--- src/source/alut_defs.svh ---
// ------------------------------------------------
// field widths of the lookup table, all in bits
// table depth follows from the hash width
// ------------------------------------------------
`ifndef ALUT_DEFS_SVH
`define ALUT_DEFS_SVH

`define ALUT_ADDR_W   48                   // ethernet mac address
`define ALUT_PORT_W   2                    // encoded port, four ports
`define ALUT_TIME_W   32                   // timestamp and max age
`define ALUT_HASH_W   8                    // xor of the address bytes
`define ALUT_ENTRY_W  83                   // valid + time + port + address
`define ALUT_DPORT_W  5                    // one-hot ports plus own-mac bit

// one entry per hash value
`define ALUT_DEPTH    (1 << `ALUT_HASH_W)

`endif

--- src/source/alut_result.sv ---
// ------------------------------------------------
// result registers read by software
// evict wins over clear in the same cycle
// ------------------------------------------------
`timescale 1ns/1ps
`include "alut_defs.svh"

module alut_result
(
   input  logic                      pclk24,
   input  logic                      n_p_reset24,
   input  logic                      port_load,
   input  logic [`ALUT_DPORT_W-1:0]  port_vec,
   input  logic                      evict,
   input  logic [`ALUT_ADDR_W-1:0]   evict_addr,
   input  logic [`ALUT_PORT_W-1:0]   evict_port,
   input  logic                      clear_reused,
   output logic [`ALUT_DPORT_W-1:0]  d_port,         // last destination vector
   output logic                      reused,         // sticky, read and clear
   output logic [`ALUT_ADDR_W-1:0]   lst_inv_addr,   // last evicted address
   output logic [`ALUT_PORT_W-1:0]   lst_inv_port    // and its port
);

   // ------------------------------------------------
   // destination port
   // ------------------------------------------------
   always_ff @(posedge pclk24 or negedge n_p_reset24)
   begin
      if (!n_p_reset24)
         d_port <= {1'b0, {(`ALUT_DPORT_W-1){1'b1}}};   // flood until first check
      else if (port_load)
         d_port <= port_vec;
   end

   // ------------------------------------------------
   // eviction record
   // ------------------------------------------------
   always_ff @(posedge pclk24 or negedge n_p_reset24)
   begin
      if (!n_p_reset24)
      begin
         reused       <= 1'b0;
         lst_inv_addr <= '0;
         lst_inv_port <= '0;
      end
      else if (evict)
      begin
         reused       <= 1'b1;
         lst_inv_addr <= evict_addr;
         lst_inv_port <= evict_port;
      end
      else if (clear_reused)
      begin
         reused <= 1'b0;   // address and port stay for software
      end
   end

endmodule

--- config.mk ---
export PLATFORM = sky130hd
export DESIGN_NAME = alut_result
export DESIGN_NICKNAME = d
export VERILOG_FILES = /design/src/source/alut_result.sv
export VERILOG_INCLUDE_DIRS = /design/src /design/src/source
export SDC_FILE = /design/constraint.sdc
export NUM_CORES = 1
export LEC_CHECK = 0
export BUFFER_PORTS_ARGS = -buffer_cell sky130_fd_sc_hd__buf_2
export CAP_MARGIN = 20
export CORE_MARGIN = 2
export CORE_UTILIZATION = 41
export CTS_CLUSTER_DIAMETER = 150
export DETAILED_ROUTE_END_ITERATION = 16
export PLACE_DENSITY_LB_ADDON = 0.12
export SETUP_SLACK_MARGIN = 0.1
export SLEW_MARGIN = 20
export SYNTH_ARGS = -nofsm -noshare
export SYNTH_HDL_FRONTEND = slang
export SYNTH_SLANG_ARGS = --single-unit
--- constraint.sdc ---
create_clock -name pclk24 -period 0.8 [get_ports pclk24]
set_input_delay 0.12 -clock pclk24 [delete_from_list [all_inputs] [get_ports pclk24]]
set_output_delay 0.12 -clock pclk24 [all_outputs]
set_load 0.005 [all_outputs]
Word-level counts from Yosys, hierarchy flattened
Index checks and enable logic that the tools add are counted. W data, S select, Z words.

Register bits after elaboration: 56. Output and inout port bits: 56. Word-level logic and storage cells: 7.

Muxes and demuxes: 2. Reduce and logical (&&, ||, !) cells: 1.

Operator list (count): $mux W1 (2); $reduce_bool A2 Y1 (1).

Logic depth before layout (Yosys ltp)
Depth after elaboration: 2. Mapped depth: 3.

Worst setup path after synthesis
OpenSTA, ideal clock, no wires.

Path kind: input-to-reg. Start point: in evict. End point: reg lst_inv_addr[0]. Library setup time: 0.125 ns. Arrival: 0.690 ns. Required time: 0.675 ns. Slack: -0.015 ns. Cell stages on the path: 3. Path buffers: 2. Cells stage by stage: buf_6 > buf_12 > mux2_4.

RTL lines: start: declaration (line alut_result.sv:14) `input logic evict,`; end signal: assignment (line alut_result.sv:49) `lst_inv_addr <= evict_addr;`; end: declaration (line alut_result.sv:20) `` output logic [`ALUT_ADDR_W-1:0] lst_inv_addr, ``.

No word-level cell between the ends.

Final worst setup path
Start point: reg d_port[1]. End point: out d_port[1].

RTL lines: start: declaration (line alut_result.sv:18) `` output logic [`ALUT_DPORT_W-1:0] d_port, ``; start signal: assignment (line alut_result.sv:30) `` d_port <= {1'b0, {(`ALUT_DPORT_W-1){1'b1}}}; ``; start signal: assignment (line alut_result.sv:32) `d_port <= port_vec;`.

No word-level cell between the ends.

==> flow_metrics.py <==
metrics = {
    "outcome": {
        "status": "complete, but fails checks",
        "failed_checks": "setup timing",
    },
    "grt": {
        "antenna_found_initial": 0,
        "grt_max_degree": 32,
        "grt_first_pass_wirelength_um": 7479,
        "track_usage": 0.1550,
        "grt_overflow": 0,
        "first_global_vias": 1516,
    },
    "timing": {
        "fin_worst_skew_ns": 0,
        "period_share": 1.347,
        "whs_ns": 0.03209,
        "worst_slew_pin_slew_ns": 0.1693,
        "final-hold-violation-count": 0,
        "slew_headroom": 0.8871,
        "fin_tns_setup_ns": -11.07,
        "min_period_ns": 1.078,
        "clock.fmax_ghz": 0.9279,
        "setup_viol": 84,
        "drv_slew": 0,
        "grt_setup_unrepaired": "true",
        "fin_ws_ns": -0.2777,
    },
    "power": {
        "ir_drop_mv": 0.9266,
        "finalPower_uw": 6246,
        "p_per_area_mw_per_mm2": 1838,
        "p_leak_uw": 0.001813,
    },
    "layout": {
        "n_antenna_cell": 0,
        "final_common_cell": "buf_2",
        "drive_above_1_share": 0.7926,
        "layout_common_cells": "113 x buf_2, 53 x mux2_4, 52 x dfrtp_1",
        "fin_area_mm2": 0.003398,
        "syn2layout_area_growth_pct": 45.71,
        "final_nets": 329,
    },
    "synth": {
        "ys_seq_elements": 56,
        "ys_warn_count": 0,
        "syn-mean-instance-area_um2": 19.60,
        "syn-cell-area_mm2": 0.002332,
        "syn_inst": 119,
        "synth_cell_type_count": 8,
        "synth-seq-area-share": 0.6030,
        "synth_nets": 179,
    },
    "critical_path": {
        "critPathMaxStageDelay_ns": 0.54,
        "crit_path_start": "d_port[1]",
        "path_depth": 1,
        "r2r-start": "lst_inv_addr[40]",
        "path_class": "reg2out",
        "crit_path_max_fanout": 2,
        "startpoint_type": "flop",
        "rrSetupSlack_ns": -0.09,
        "rr_endpoint": "lst_inv_addr[40]",
        "cp_slowest_cell": "dfstp_2",
        "critPathBufInv": 1,
        "worst_ep_required_time_ns": 0.68,
        "end_kind": "primary output",
        "cp_top_family": "flip-flops",
        "ff2ff_path_depth": 2,
        "cp.arrival_ns": 0.96,
        "endpoint": "d_port[1]",
        "cp_cell_sequence": "buf_2",
    },
    "drt": {
        "first_pass_iters": 4,
        "drt_iter0_markers": 50,
        "drc": 0,
        "wire_per_inst_um": 14.05,
        "via_count": 1494,
        "vias_per_cell": 4.368,
        "postRouteAntennaNets": 0,
        "wirelength_um": 4805,
    },
    "die": {
        "die_w_um": 79.42,
        "die_height_um": 79.42,
        "die-area_mm2": 0.006308,
        "pin_count": 116,
        "coreArea_mm2": 0.005507,
        "row_count": 27,
        "start_util": 0.4235,
    },
    "place": {
        "dp_hpwl_um": 3232,
        "gp_congestion": 0.7040,
        "io_buffers": 115,
        "placed_area_mm2": 0.003002,
        "pre_cts_slack_ns": -0.1609,
    },
    "cts": {
        "cts-buffers-inserted": 5,
        "cts.reportedPaths.clkPinSlew_ns": 0.10,
        "cts_buffer_depth": 2,
        "cts_root_buf": "clkbuf_8",
        "cts_htree_levels": 2,
        "cts_tree": "built",
        "clk_latency_ns": 0.31,
        "clock_sinks": 56,
    },
    "min_path": {
        "hold_path_class": "in2reg",
        "min_from": "evict_addr[5]",
    },
    "run": {
        "drv_cap": 0,
    },
}
-- what timing repair did --
| item | CTS | global route |
|---|---|---|
| hold buffers | 1 | 0 |
| hold endpoints to repair | 56 | 0 |
| buffers inserted | 17 | 11 |
| endpoints found under the setup margin | 111 | 111 |
| gates resized for setup | 4 | 18 |
-- sequential cells by signal, indices dropped and copies added, names as in the netlist --
register,flops
lst_inv_addr,48
lst_inv_port,2
d_port,5
reused,1
-- layout make-up --
cell class | count | area (um2)
fillers | 453 | 2108
flip-flops and latches | 56 | 1406
repair buffers | 149 | 983.4
multi-input cells | 56 | 825.8
well taps | 72 | 90.09
clock buffers | 6 | 72.57
clock inverters | 2 | 16.27
inverters | 1 | 3.754
-- synth_stat cells --
cell type	number	area (um2)
buf_6	1	11.26
mux2_2	6	67.56
mux2_4	49	735.7
inv_1	1	3.750
dfstp_2	4	105.1
dfrtp_1	52	1301
a21o_1	1	7.510
buf_12	5	100.1
-- per-layer routing --
metal / global-route usage / vias to the layer above / wire length, um / part of all wire
li1: - / 710 / - / -
met1: 0.2155 / 721 / 2162 / 0.45
met2: 0.2336 / 57 / 2277 / 0.47
met3: 0.04412 / 6 / 302 / 0.063
met4: 0.05172 / 0 / 62 / 0.013
met5: 0 / - / 0 / 0
-- cells by family after synthesis --
group | Yosys count | synth area share
compound gates | 1 | 0.003220
flops | 56 | 0.6030
buf+inv | 7 | 0.04936
mux | 55 | 0.3444
-- where the power goes --
part	switching, uW	internal [uW]	leakage (uW)
Sequential	168	3130	0.000649
Combinational	439	974	0.00112
Clock	912	625	0.0000414
Total	1520	4730	0.00181
-- worst min path at each step --
stage	end	cells past startpoint
5_1_grt	lst_inv_addr[44]	2
4_1_cts	lst_inv_addr[44]	2
2_1_floorplan	d_port[4]	0
6_report	lst_inv_addr[5]	2
3_3_place_gp	lst_inv_addr[30]	2
3_5_place_dp	lst_inv_addr[30]	2
-- worst register-to-register path, stage by stage (launching register included) --
cell and delay, ns:
dfrtp_1 0.41, buf_6 0.12, mux2_4 0.26
-- metrics by stage --
step / util / cells
2_1_floorplan: - / 119
3_3_place_gp: 0.5451 / 305
3_5_place_dp: 0.5451 / 305
4_1_cts: 0.5899 / 331
5_1_grt: 0.6171 / 342
6_report: 0.6171 / 342
(Power assumes the default switching activity.)
