## config.mk

```make
export PLATFORM = sky130hd
export DESIGN_NAME = alut_cmd_decode
export DESIGN_NICKNAME = d
export VERILOG_FILES = /design/src/source/alut_pkg.sv /design/src/source/alut_cmd_decode.sv
export VERILOG_INCLUDE_DIRS = /design/src /design/src/source
export SDC_FILE = /design/constraint.sdc
export NUM_CORES = 1
export LEC_CHECK = 0
export ABC_AREA = 1
export BUFFER_PORTS_ARGS = -buffer_cell sky130_fd_sc_hd__buf_4
export CAP_MARGIN = 20
export CORE_MARGIN = 1.5
export CORE_UTILIZATION = 45
export CTS_BUF_LIST = sky130_fd_sc_hd__clkbuf_2 sky130_fd_sc_hd__clkbuf_4 sky130_fd_sc_hd__clkbuf_8
export DETAILED_ROUTE_END_ITERATION = 6
export PLACE_DENSITY = 0.84
export SLEW_MARGIN = 20
export SYNTH_ARGS = -nofsm -noshare
export SYNTH_HDL_FRONTEND = slang
export SYNTH_SLANG_ARGS = --single-unit
```

## constraint.sdc

```tcl
create_clock -name pclk24 -period 0.9 [get_ports pclk24]
set_clock_uncertainty 0.1 [all_clocks]
set_input_delay 0.09 -clock pclk24 [delete_from_list [all_inputs] [get_ports pclk24]]
set_output_delay 0.09 -clock pclk24 [all_outputs]
set_load 0.02 [all_outputs]
```

## src/source/alut_defs.svh

```systemverilog
// ------------------------------------------------
// field widths of the lookup table, all in bits
// table depth follows from the hash width
// ------------------------------------------------
`ifndef ALUT_DEFS_SVH
`define ALUT_DEFS_SVH

`define ALUT_ADDR_W   48                   // ethernet mac address
`define ALUT_PORT_W   2                    // encoded port, four ports
`define ALUT_TIME_W   32                   // timestamp and max age
`define ALUT_HASH_W   8                    // xor of the address bytes
`define ALUT_ENTRY_W  83                   // valid + time + port + address
`define ALUT_DPORT_W  5                    // one-hot ports plus own-mac bit

// one entry per hash value
`define ALUT_DEPTH    (1 << `ALUT_HASH_W)

`endif

```

## src/source/alut_pkg.sv

```systemverilog
// ------------------------------------------------
// shared types of the lookup table
// entry layout is fixed, valid bit on top
// ------------------------------------------------
`include "alut_defs.svh"

package alut_pkg;

   // one table entry, top bit down
   typedef struct packed
   {
      logic                      valid;       // entry has been learned
      logic [`ALUT_TIME_W-1:0]   last_time;   // time of last learn
      logic [`ALUT_PORT_W-1:0]   port;        // port the address came in on
      logic [`ALUT_ADDR_W-1:0]   addr;        // learned source address
   } alut_entry_t;

   // software command codes
   typedef enum logic [1:0]
   {
      cmd_none       = 2'd0,
      cmd_check      = 2'd1,   // lookup and learn
      cmd_clr_reused = 2'd2,   // clear sticky reused flag
      cmd_set_age    = 2'd3    // load max age from cmd_data
   } alut_cmd_e;

   // address checker states, encoded for waveform reading
   typedef enum logic [2:0]
   {
      st_idle      = 3'd0,
      st_mac_chk   = 3'd1,
      st_read_dest = 3'd2,
      st_valid_chk = 3'd3,
      st_age_chk   = 3'd4,
      st_addr_chk  = 3'd5,
      st_read_src  = 3'd6,
      st_write_src = 3'd7
   } alut_chk_state_e;

endpackage

```

## src/source/alut_cmd_decode.sv

```systemverilog
// ------------------------------------------------
// command strobe decode with one cycle of latency
// a check arriving while busy is dropped and flagged
// ------------------------------------------------
`timescale 1ns/1ps
`include "alut_defs.svh"

module alut_cmd_decode
(
   input  logic                      pclk24,
   input  logic                      n_p_reset24,
   input  logic                      cmd_write,      // one-cycle command strobe
   input  alut_pkg::alut_cmd_e       cmd,
   input  logic [`ALUT_TIME_W-1:0]   cmd_data,       // max age for set age
   input  logic                      check_busy,
   output logic                      check_start,    // one-cycle pulse to checker
   output logic                      clear_reused,   // one-cycle pulse to result
   output logic [`ALUT_TIME_W-1:0]   max_age,
   output logic                      cmd_dropped     // sticky overload flag
);
   import alut_pkg::*;

   logic chk_cmd;      // check command this cycle
   logic chk_blocked;  // checker cannot take a new start

   assign chk_cmd     = cmd_write && (cmd == cmd_check);
   assign chk_blocked = check_busy || check_start;   // start already in flight counts

   always_ff @(posedge pclk24 or negedge n_p_reset24)
   begin
      if (!n_p_reset24)
      begin
         check_start  <= 1'b0;
         clear_reused <= 1'b0;
         max_age      <= '0;
         cmd_dropped  <= 1'b0;
      end
      else
      begin
         check_start  <= chk_cmd && !chk_blocked;
         clear_reused <= cmd_write && (cmd == cmd_clr_reused);
         if (cmd_write && (cmd == cmd_set_age))
            max_age <= cmd_data;
         if (chk_cmd && chk_blocked)
            cmd_dropped <= 1'b1;                       // lost check that sw must retry
         else if (cmd_write && (cmd == cmd_clr_reused))
            cmd_dropped <= 1'b0;
      end
   end

   // a start pulse is taken up by the checker on the next cycle
   a_start_taken : assert property (@(posedge pclk24) disable iff (!n_p_reset24)
      check_start |=> check_busy);

endmodule

```

; After elaboration in Yosys (flattened, before gate mapping)
; Index checks and enable logic that the tools add are counted.
[op_classes]
n_eq_ne = 3
muxes = 2
reduce_logical = 8
[ops]
columns = cell, count
row1 = logical AND 1 bit, 5
row2 = equality test 2 bit (second input constant), 2
row3 = equality test 2 x 1 -> 1 bit (second input constant), 1
row4 = 2-to-1 mux 1 bit, 2
row5 = nonzero test 2 bit, 1
row6 = logical NOT 1 bit, 1
row7 = logical OR 1 bit, 1
[totals]
output_inout_bits = 35
elab_cells = 17
regBits = 35

; Longest topological paths before layout
; Gate-level depths: netlist of the first run.
[logic_depth]
word_depth = 4
mapped_depth = 5
ltp_nobuf = 4

; Worst setup path after synthesis of the first run
; No wires, ideal clock.
[synth_timing]
path_kind = register to register
start = reg check_start
end = reg cmd_dropped
n_path_buf = 0
stages_incl_launch_ff = 5
synth_period_minus_slack_ns = 0.864
t_required_ns = 0.684
arrival_time_ns = 0.647
setup_slack_ns = 0.036
cell_sequence = dfrtp_1 inv_1 nand2_1 nand2_1 nand2_1
[synth_between]
elab_chain_cells = 3
[synth_rtl]
columns = element, line_no
row1 = start: declaration, alut_cmd_decode.sv:16  ; output logic check_start,
row2 = start signal: assignment, alut_cmd_decode.sv:40  ; check_start <= chk_cmd && !chk_blocked;
row3 = logical OR 1 bit *, alut_cmd_decode.sv:27  ; assign chk_blocked = check_busy || check_start;
row4 = logical AND 1 bit *, alut_cmd_decode.sv:44  ; if (chk_cmd && chk_blocked)
row5 = 2-to-1 mux 1 bit / nonzero test 2 bit (equally long branches), -
row6 = end signal: assignment, alut_cmd_decode.sv:36  ; cmd_dropped <= 1'b0;
row7 = end signal: assignment, alut_cmd_decode.sv:45  ; cmd_dropped <= 1'b1;
row8 = end signal: assignment, alut_cmd_decode.sv:47  ; cmd_dropped <= 1'b0;
row9 = end: declaration, alut_cmd_decode.sv:19  ; output logic cmd_dropped
; Every way passes the cells marked *; elsewhere a longest branch is shown, timed or not.
; A chain may end at the register's enable or synchronous reset.

; Worst setup path after layout of the first run
[layout_timing]
start = reg cmd_dropped
end = out cmd_dropped
; No word-level cell between the ends.

==> metrics.md, run 1 <==
| Metric | Value |
|---|---|
| Gate power share | `between 40% and 50%` |
| Routed wl met3 | `around 1.1 mm` |
| Row Count | `20` |
| Die Y | `roughly 60 microns` |
| RSZ-0062 raised after global routing | `true` |
| Largest net degree at the start of global routing | `36` |
| Width of the die | `approximately 60 microns` |
| Rel. slew slack | `69.9%` |
| Min-delay worst type | `in -> reg` |
| Area grow syn2layout | `100%` |
| Reg power frac | `around two fifths` |
| Antenna-violating nets left | `0` |
| Metal2 WL | `between 3 and 4 mm` |
| Power Internal | `3.29 mW` |
| Slew @ Worst Pin | `0.452 ns` |
| Synth warn | `0` |
| Worst path slowest cell | `dfrtp_1` |
| IO Port Bufs | `between 70 and 80` |
| Total die area | `3650 sq um` |
| First-pass GRT wire length | `about 9.5 mm` |
| Post-DP HPWL | `about 2.7 mm` |
| CTS sink count | `35` |
| PwrDens | `about 1700 nW/um^2` |
| GRT overflow | `0` |
| Register area share after synthesis | `59.1%` |
| EDFF count, synth | `0` |
| Seq cells post-synth | `35` |
| Overall power | `between 5 and 6 mW` |
| Failing checks | `setup timing` |
| Syn Std Cell Area | `1480 sq um` |
| Register Area | `between 800 and 900 sq um` |
| Worst Path Arrival | `between 0.9 and 1 ns` |
| Main synth FF type | `dfrtp_1` |
| CP startpoint kind | `register` |
| DRT iter0 DRCs | `slightly below 300` |
| Clk pwr share | `18.6%` |
| Max Slew Vio Count | `0` |
| Worst setup margin | `-0.266 ns` |
| M1 WL | `2.81 mm` |
| CTS root buf | `clkbuf_4` |
| Share of cells above drive strength 1 | `a little under half` |
| Vias in the first global route | `roughly 1800` |
| Post-synth top cells | `nand2_1, dfrtp_1, nand4_1` |
| DR vias | `2165` |
| Critical Path RT | `around 0.71 ns` |
| Largest stage delay, worst path | `~0.46 ns` |
| Multi-input gate area | `about 560 sq um` |
| Leak | `around 1.6 nW` |
| Htree depth | `2` |
| Post-DR vias/cell | `approximately 6.2` |
| Status | `finished with violations` |
| Routability cong. | `around 0.87` |
| Switching Fraction | `between 30% and 40%` |
| Syn Inst Count | `around 160` |
| DR pass1 iterations | `5` |
| Synth cell types | `11` |
| Hold Fails Final Rpt | `0` |
| Ports | `73` |
| Synth Net Count | `197` |
| Maximum vdd drop | `1.43 mV` |
| Ys async rst share | `100%` |
| Initial Util | `~48%` |
| Final setup fails | `between 50 and 60` |
| Num CTS Buffers | `5` |
| Leading area contributor after synthesis | `dfrtp_1` |
| Post-Syn Area per Cell | `around 9.3 sq um` |
| Fillers | `a little over 70` |
| GR Util All Layers | `37.1%` |
| Total Wirelength | `8.66 mm` |
| Buf+Inv Stages, Crit Path | `1` |
| Top Layer Used | `met4` |
| Sw power | `1.89 mW` |
| DRC viols | `0` |
| Final Cycle Share | `130%` |
| Synth top area share | `between 50% and 60%` |
| Synth top area cells | `dfrtp_1, nand2_1, nand4_1` |
| FMAX | `0.858 GHz` |
| Clock Path Buffers | `2` |
| Minimum clock period | `roughly 1.2 ns` |
| Critical Path Sink Type | `output pin` |
| Critical path peak fanout | `2` |
| Worst path top cell family by delay | `flip-flops` |
| WS Path Type | `reg -> out` |
| CTS tree | `built` |
| Wirelength per Cell | `between 20 and 25 microns` |
| Pre-CTS setup slack | `-0.00918 ns` |
| Nets | `340` |
| Count leader, synth | `nand2_1` |
| Clock-pin slew on the worst setup and hold paths | `roughly 0.11 ns` |
| Initial antenna violation count | `0` |
| Worst skew pair latency | `~0.35 ns` |
| Maxcap violations | `0` |
| Area of the core | `3100 sq um` |
| CP Cell Sequence | `buf_6` |
kinds of logic after synthesis:
kind of cell           count (synthesis)  synth area share (%)
buffers and inverters                 19                  7.85
and+or+nand+nor                      105                  33.1
DFF                                   35                  59.1
per-stage QoR:
stage	utilization, %	instances	instance area (sq um)	hold WS, ns	setup TNS, ns
6_report	95.7	348	2970	0.00334	-8.83
5_1_grt	95.6	347	2970	-0.00358	-9.42
4_1_cts	88.8	331	2760	-0.0112	-5.98
3_5_place_dp	67.2	271	2080	-0.0397	-0.00918
3_3_place_gp	67.2	271	2080	-0.0404	0
2_1_floorplan	-	159	1480	-0.306	0
tightest hold or removal path, cell delays in order:
cell and delay, ns:
buf_4 0.17, nand2_1 0.11, nor3_2 0.05
routing by layer:
layer | GRT usage [%] | vias up
li1 | - | 811
met5 | 0 | -
met2 | 61.8 | 261
met1 | 42.7 | 1006
met3 | 10.2 | 87
met4 | 21.9 | 0
layout by cell type (no fill, tap or decap):
| cell type | instances |
|---|---|
| buf_12 | 2 |
| nand2_4 | 4 |
| nand2_1 | 53 |
| clkbuf_4 | 7 |
| inv_2 | 1 |
| dlygate4sd3_1 | 36 |
| nor3_2 | 1 |
| buf_4 | 71 |
| clkinv_2 | 1 |
| nand3_1 | 1 |
| dfrtp_1 | 35 |
| diode_2 | 1 |
| buf_6 | 41 |
| dlymetal6s4s_1 | 1 |
| nand4_1 | 32 |
| inv_1 | 3 |
| nand3_4 | 1 |
| nor2_1 | 1 |
| nand2_2 | 12 |
power by group through the flow:
stage               clock (mW)  sequential (mW)  combinational [mW]
floorplan                    0             2.26               0.305
global placement             0             1.97                1.21
detailed placement           0             1.97                1.24
CTS                      0.861             1.98                1.68
global route              1.01             2.05                2.25
finish                   0.961             2.05                2.17
what timing repair did:
item / CTS / global route
endpoints found under the setup margin: 35 / 48
hold buffers: 37 / 0
pin swaps: 0 / 9
endpoints found under the hold margin: 70 / 0
setup buffers: 15 / 19
gates resized for setup: 35 / 29
layout make-up:
cell class	instances	share of cell area [%]
clock buffer	7	1.77
multi-input combinational	105	18.7
inverter	4	0.506
antenna	1	0.0843
tap	44	1.85
clock inverter	1	0.169
timing repair buffer	151	47.4
sequential	35	29.5
final timing paths:
path                                              start                 endpoint  slack, ns  cells past startpoint
worst max register to register  max_age[21]$_DFFE_PN0P_  max_age[21]$_DFFE_PN0P_      -0.17                      4
worst max-delay path            cmd_dropped$_DFFE_PN0P_              cmd_dropped      -0.27                      1
worst min register to register  max_age[16]$_DFFE_PN0P_  max_age[16]$_DFFE_PN0P_       0.46                      2
worst min-delay path                             cmd[0]    check_start$_DFF_PN0_      0.003                      3
min in group asynchronous                   n_p_reset24  max_age[28]$_DFFE_PN0P_       0.13                      2
max in group asynchronous                   n_p_reset24  max_age[10]$_DFFE_PN0P_       0.23                      2
sequential cells by signal, summed over array words and instances, names as in the netlist:
register      cells
check_start       1
clear_reused      1
cmd_dropped       1
max_age          32
No activity file was read; power rests on OpenSTA's default activity.
==> run 2: changes to the inputs <==
--- a/config.mk
+++ b/config.mk
@@ -13,7 +13,7 @@
 export CORE_UTILIZATION = 45
 export CTS_BUF_LIST = sky130_fd_sc_hd__clkbuf_2 sky130_fd_sc_hd__clkbuf_4 sky130_fd_sc_hd__clkbuf_8
 export DETAILED_ROUTE_END_ITERATION = 6
-export PLACE_DENSITY = 0.84
+export PLACE_DENSITY_LB_ADDON = 0.25
 export SLEW_MARGIN = 20
 export SYNTH_ARGS = -nofsm -noshare
 export SYNTH_HDL_FRONTEND = slang
==> run 2 against run 1 <==
Effect of this change: the flow still finishes with violations (setup timing); count of clock-buffer cells in the layout unchanged; core utilization decreased by 5.7 points; first-iteration DRC count decreased by 59%; combinational power decreased by 16%; largest cell class unchanged; largest power group is now sequential cells.
==> metrics.md, run 2 (synthesis results as in run 1) <==
| Metric | Value |
|---|---|
| Area post-placement | `2050 sq um` |
| Nets | `322` |
| GRT overflow | `0` |
| Fillers | `between 100 and 150` |
| Wirelength per Cell | `roughly 17 microns` |
| Minimum clock period | `between 1 and 1.5 ns` |
| Buf+Inv Stages, Crit Path | `1` |
| Max Slew Vio Count | `0` |
| Largest stage delay, worst path | `~0.44 ns` |
| CTS Hold Buffers Added | `35` |
| DR pass1 iterations | `5` |
| Util after Layout | `90.0%` |
| Register name with the most flops | `max_age` |
| Ports | `73` |
| Leak | `roughly 1.5 nW` |
| Min-delay worst type | `in -> reg` |
| Width of the die | `between 60 and 70 microns` |
| Area grow syn2layout | `88.3%` |
| DRT iter0 DRCs | `120` |
| Worst setup margin | `-0.223 ns` |
| Dpl cells | `~270` |
| CP startpoint kind | `register` |
| Worst path top cell family by delay | `flip-flops` |
| FMAX | `approximately 0.89 GHz` |
| Num CTS Buffers | `5` |
| Final Cycle Share | `125%` |
| Critical path peak fanout | `2` |
| Worst path slowest cell | `dfrtp_1` |
| Routability cong. | `0.715` |
| Maximum vdd drop | `between 1 and 1.5 mV` |
| Antenna-violating nets left | `0` |
| Clock Path Buffers | `2` |
| Share of cells above drive strength 1 | `around 45%` |
| Critical Path RT | `around 0.7 ns` |
| Post-DR vias/cell | `roughly 5.3` |
| Critical Path Sink Type | `output pin` |
| IO Port Bufs | `72` |
| Hold_ws | `around 0.016 ns` |
| First-pass GRT wire length | `between 7 and 8 mm` |
| Pre-CTS setup slack | `-0.0907 ns` |
| Area of the core | `roughly 3100 sq um` |
| Rel. slew slack | `between 60% and 70%` |
| Total Wirelength | `approximately 5.7 mm` |
| Worst skew pair latency | `0.35 ns` |
| CTS tree | `built` |
| Fin area | `2790 sq um` |
| WS Path Type | `reg -> out` |
| Vias in the first global route | `around 1700` |
| DR vias | `1731` |
| Maxcap violations | `0` |
| Total die area | `~3600 sq um` |
| Htree depth | `2` |
| GR Util All Layers | `~30%` |
| Max reg flops | `32` |
| Failing checks | `setup timing` |
| Hold Fails Final Rpt | `0` |
| Slew @ Worst Pin | `between 0.4 and 0.5 ns` |
| Commonest non-fill, non-tap cell in the layout | `buf_4` |
| CTS sink count | `35` |
| Worst Path Arrival | `0.93 ns` |
| Status | `finished with violations` |
| Row Count | `20` |
| CP Cell Sequence | `buf_6` |
| Initial antenna violation count | `0` |
| Finished Layout Cells | `about 330` |
| RSZ-0062 raised after global routing | `true` |
| Largest net degree at the start of global routing | `36` |
| Final TNS setup | `-6.62 ns` |
| CTS root buf | `clkbuf_4` |
| Most frequent cells in the layout | `buf_4, nand2_1, buf_6` |
| Final setup fails | `40` |
| Overall power | `approximately 4.7 mW` |
| DRC viols | `0` |
| Initial Util | `a little under half` |
| Post-DP HPWL | `between 2 and 3 mm` |
| Antenna cells | `0` |
| PwrDens | `~1700 nW/um^2` |
| Clock-pin slew on the worst setup and hold paths | `roughly 0.11 ns` |
| Die Y | `approximately 60 microns` |
run 2: cell types whose count changed in the layout (fill, tap and decap cells not counted), sizes merged:
cell,delta
diode,-1
buf,-15
dlygate4sd3,-3
run 2: per-layer routing:
| metal | track usage (%) | vias to the layer above | share of wire (%) | wire length [microns] |
|---|---|---|---|---|
| li1 | - | 784 | - | - |
| met1 | 37.6 | 821 | 38 | 2180 |
| met2 | 51.1 | 114 | 53 | 3030 |
| met3 | 8.53 | 12 | 8.1 | 467 |
| met4 | 10.5 | 0 | 1.2 | 67 |
| met5 | 0 | - | 0 | 0 |
run 2: where the power goes:
part	internal, mW	total, mW	switching [mW]
combinational	0.973	1.82	0.851
sequential	1.81	2.01	0.202
clock	0.365	0.895	0.530
run 2: final timing paths:
path | from | to | slack (ns) | cells after the start
worst min register to register | max_age[8]$_DFFE_PN0P_ | max_age[8]$_DFFE_PN0P_ | 0.42 | 2
min in group asynchronous | n_p_reset24 | max_age[4]$_DFFE_PN0P_ | 0.14 | 2
worst max register to register | max_age[13]$_DFFE_PN0P_ | max_age[13]$_DFFE_PN0P_ | -0.09 | 4
max in group asynchronous | n_p_reset24 | max_age[27]$_DFFE_PN0P_ | 0.23 | 2
worst min-delay path | cmd[1] | check_start$_DFF_PN0_ | 0.02 | 3
worst max-delay path | max_age[15]$_DFFE_PN0P_ | max_age[15] | -0.22 | 1
run 2: layout make-up:
class | instances | area, sq um | share of cell area, %
Multi-Input combinational cell | 105 | 551 | 19.7
Sequential cell | 35 | 876 | 31.4
Clock inverter | 1 | 5.00 | 0.179
Clock buffer | 7 | 52.6 | 1.88
Tap cell | 44 | 55.1 | 1.97
Inverter | 4 | 15.0 | 0.538
Timing Repair Buffer | 133 | 1240 | 44.3
run 2: repair_timing:
action,4_1_cts,5_1_grt
buffers inserted,11,11
endpoints found under the setup margin,35,45
pin swaps,0,15
hold endpoints to repair,70,1
gates cloned,0,0
gates resized for setup,35,24
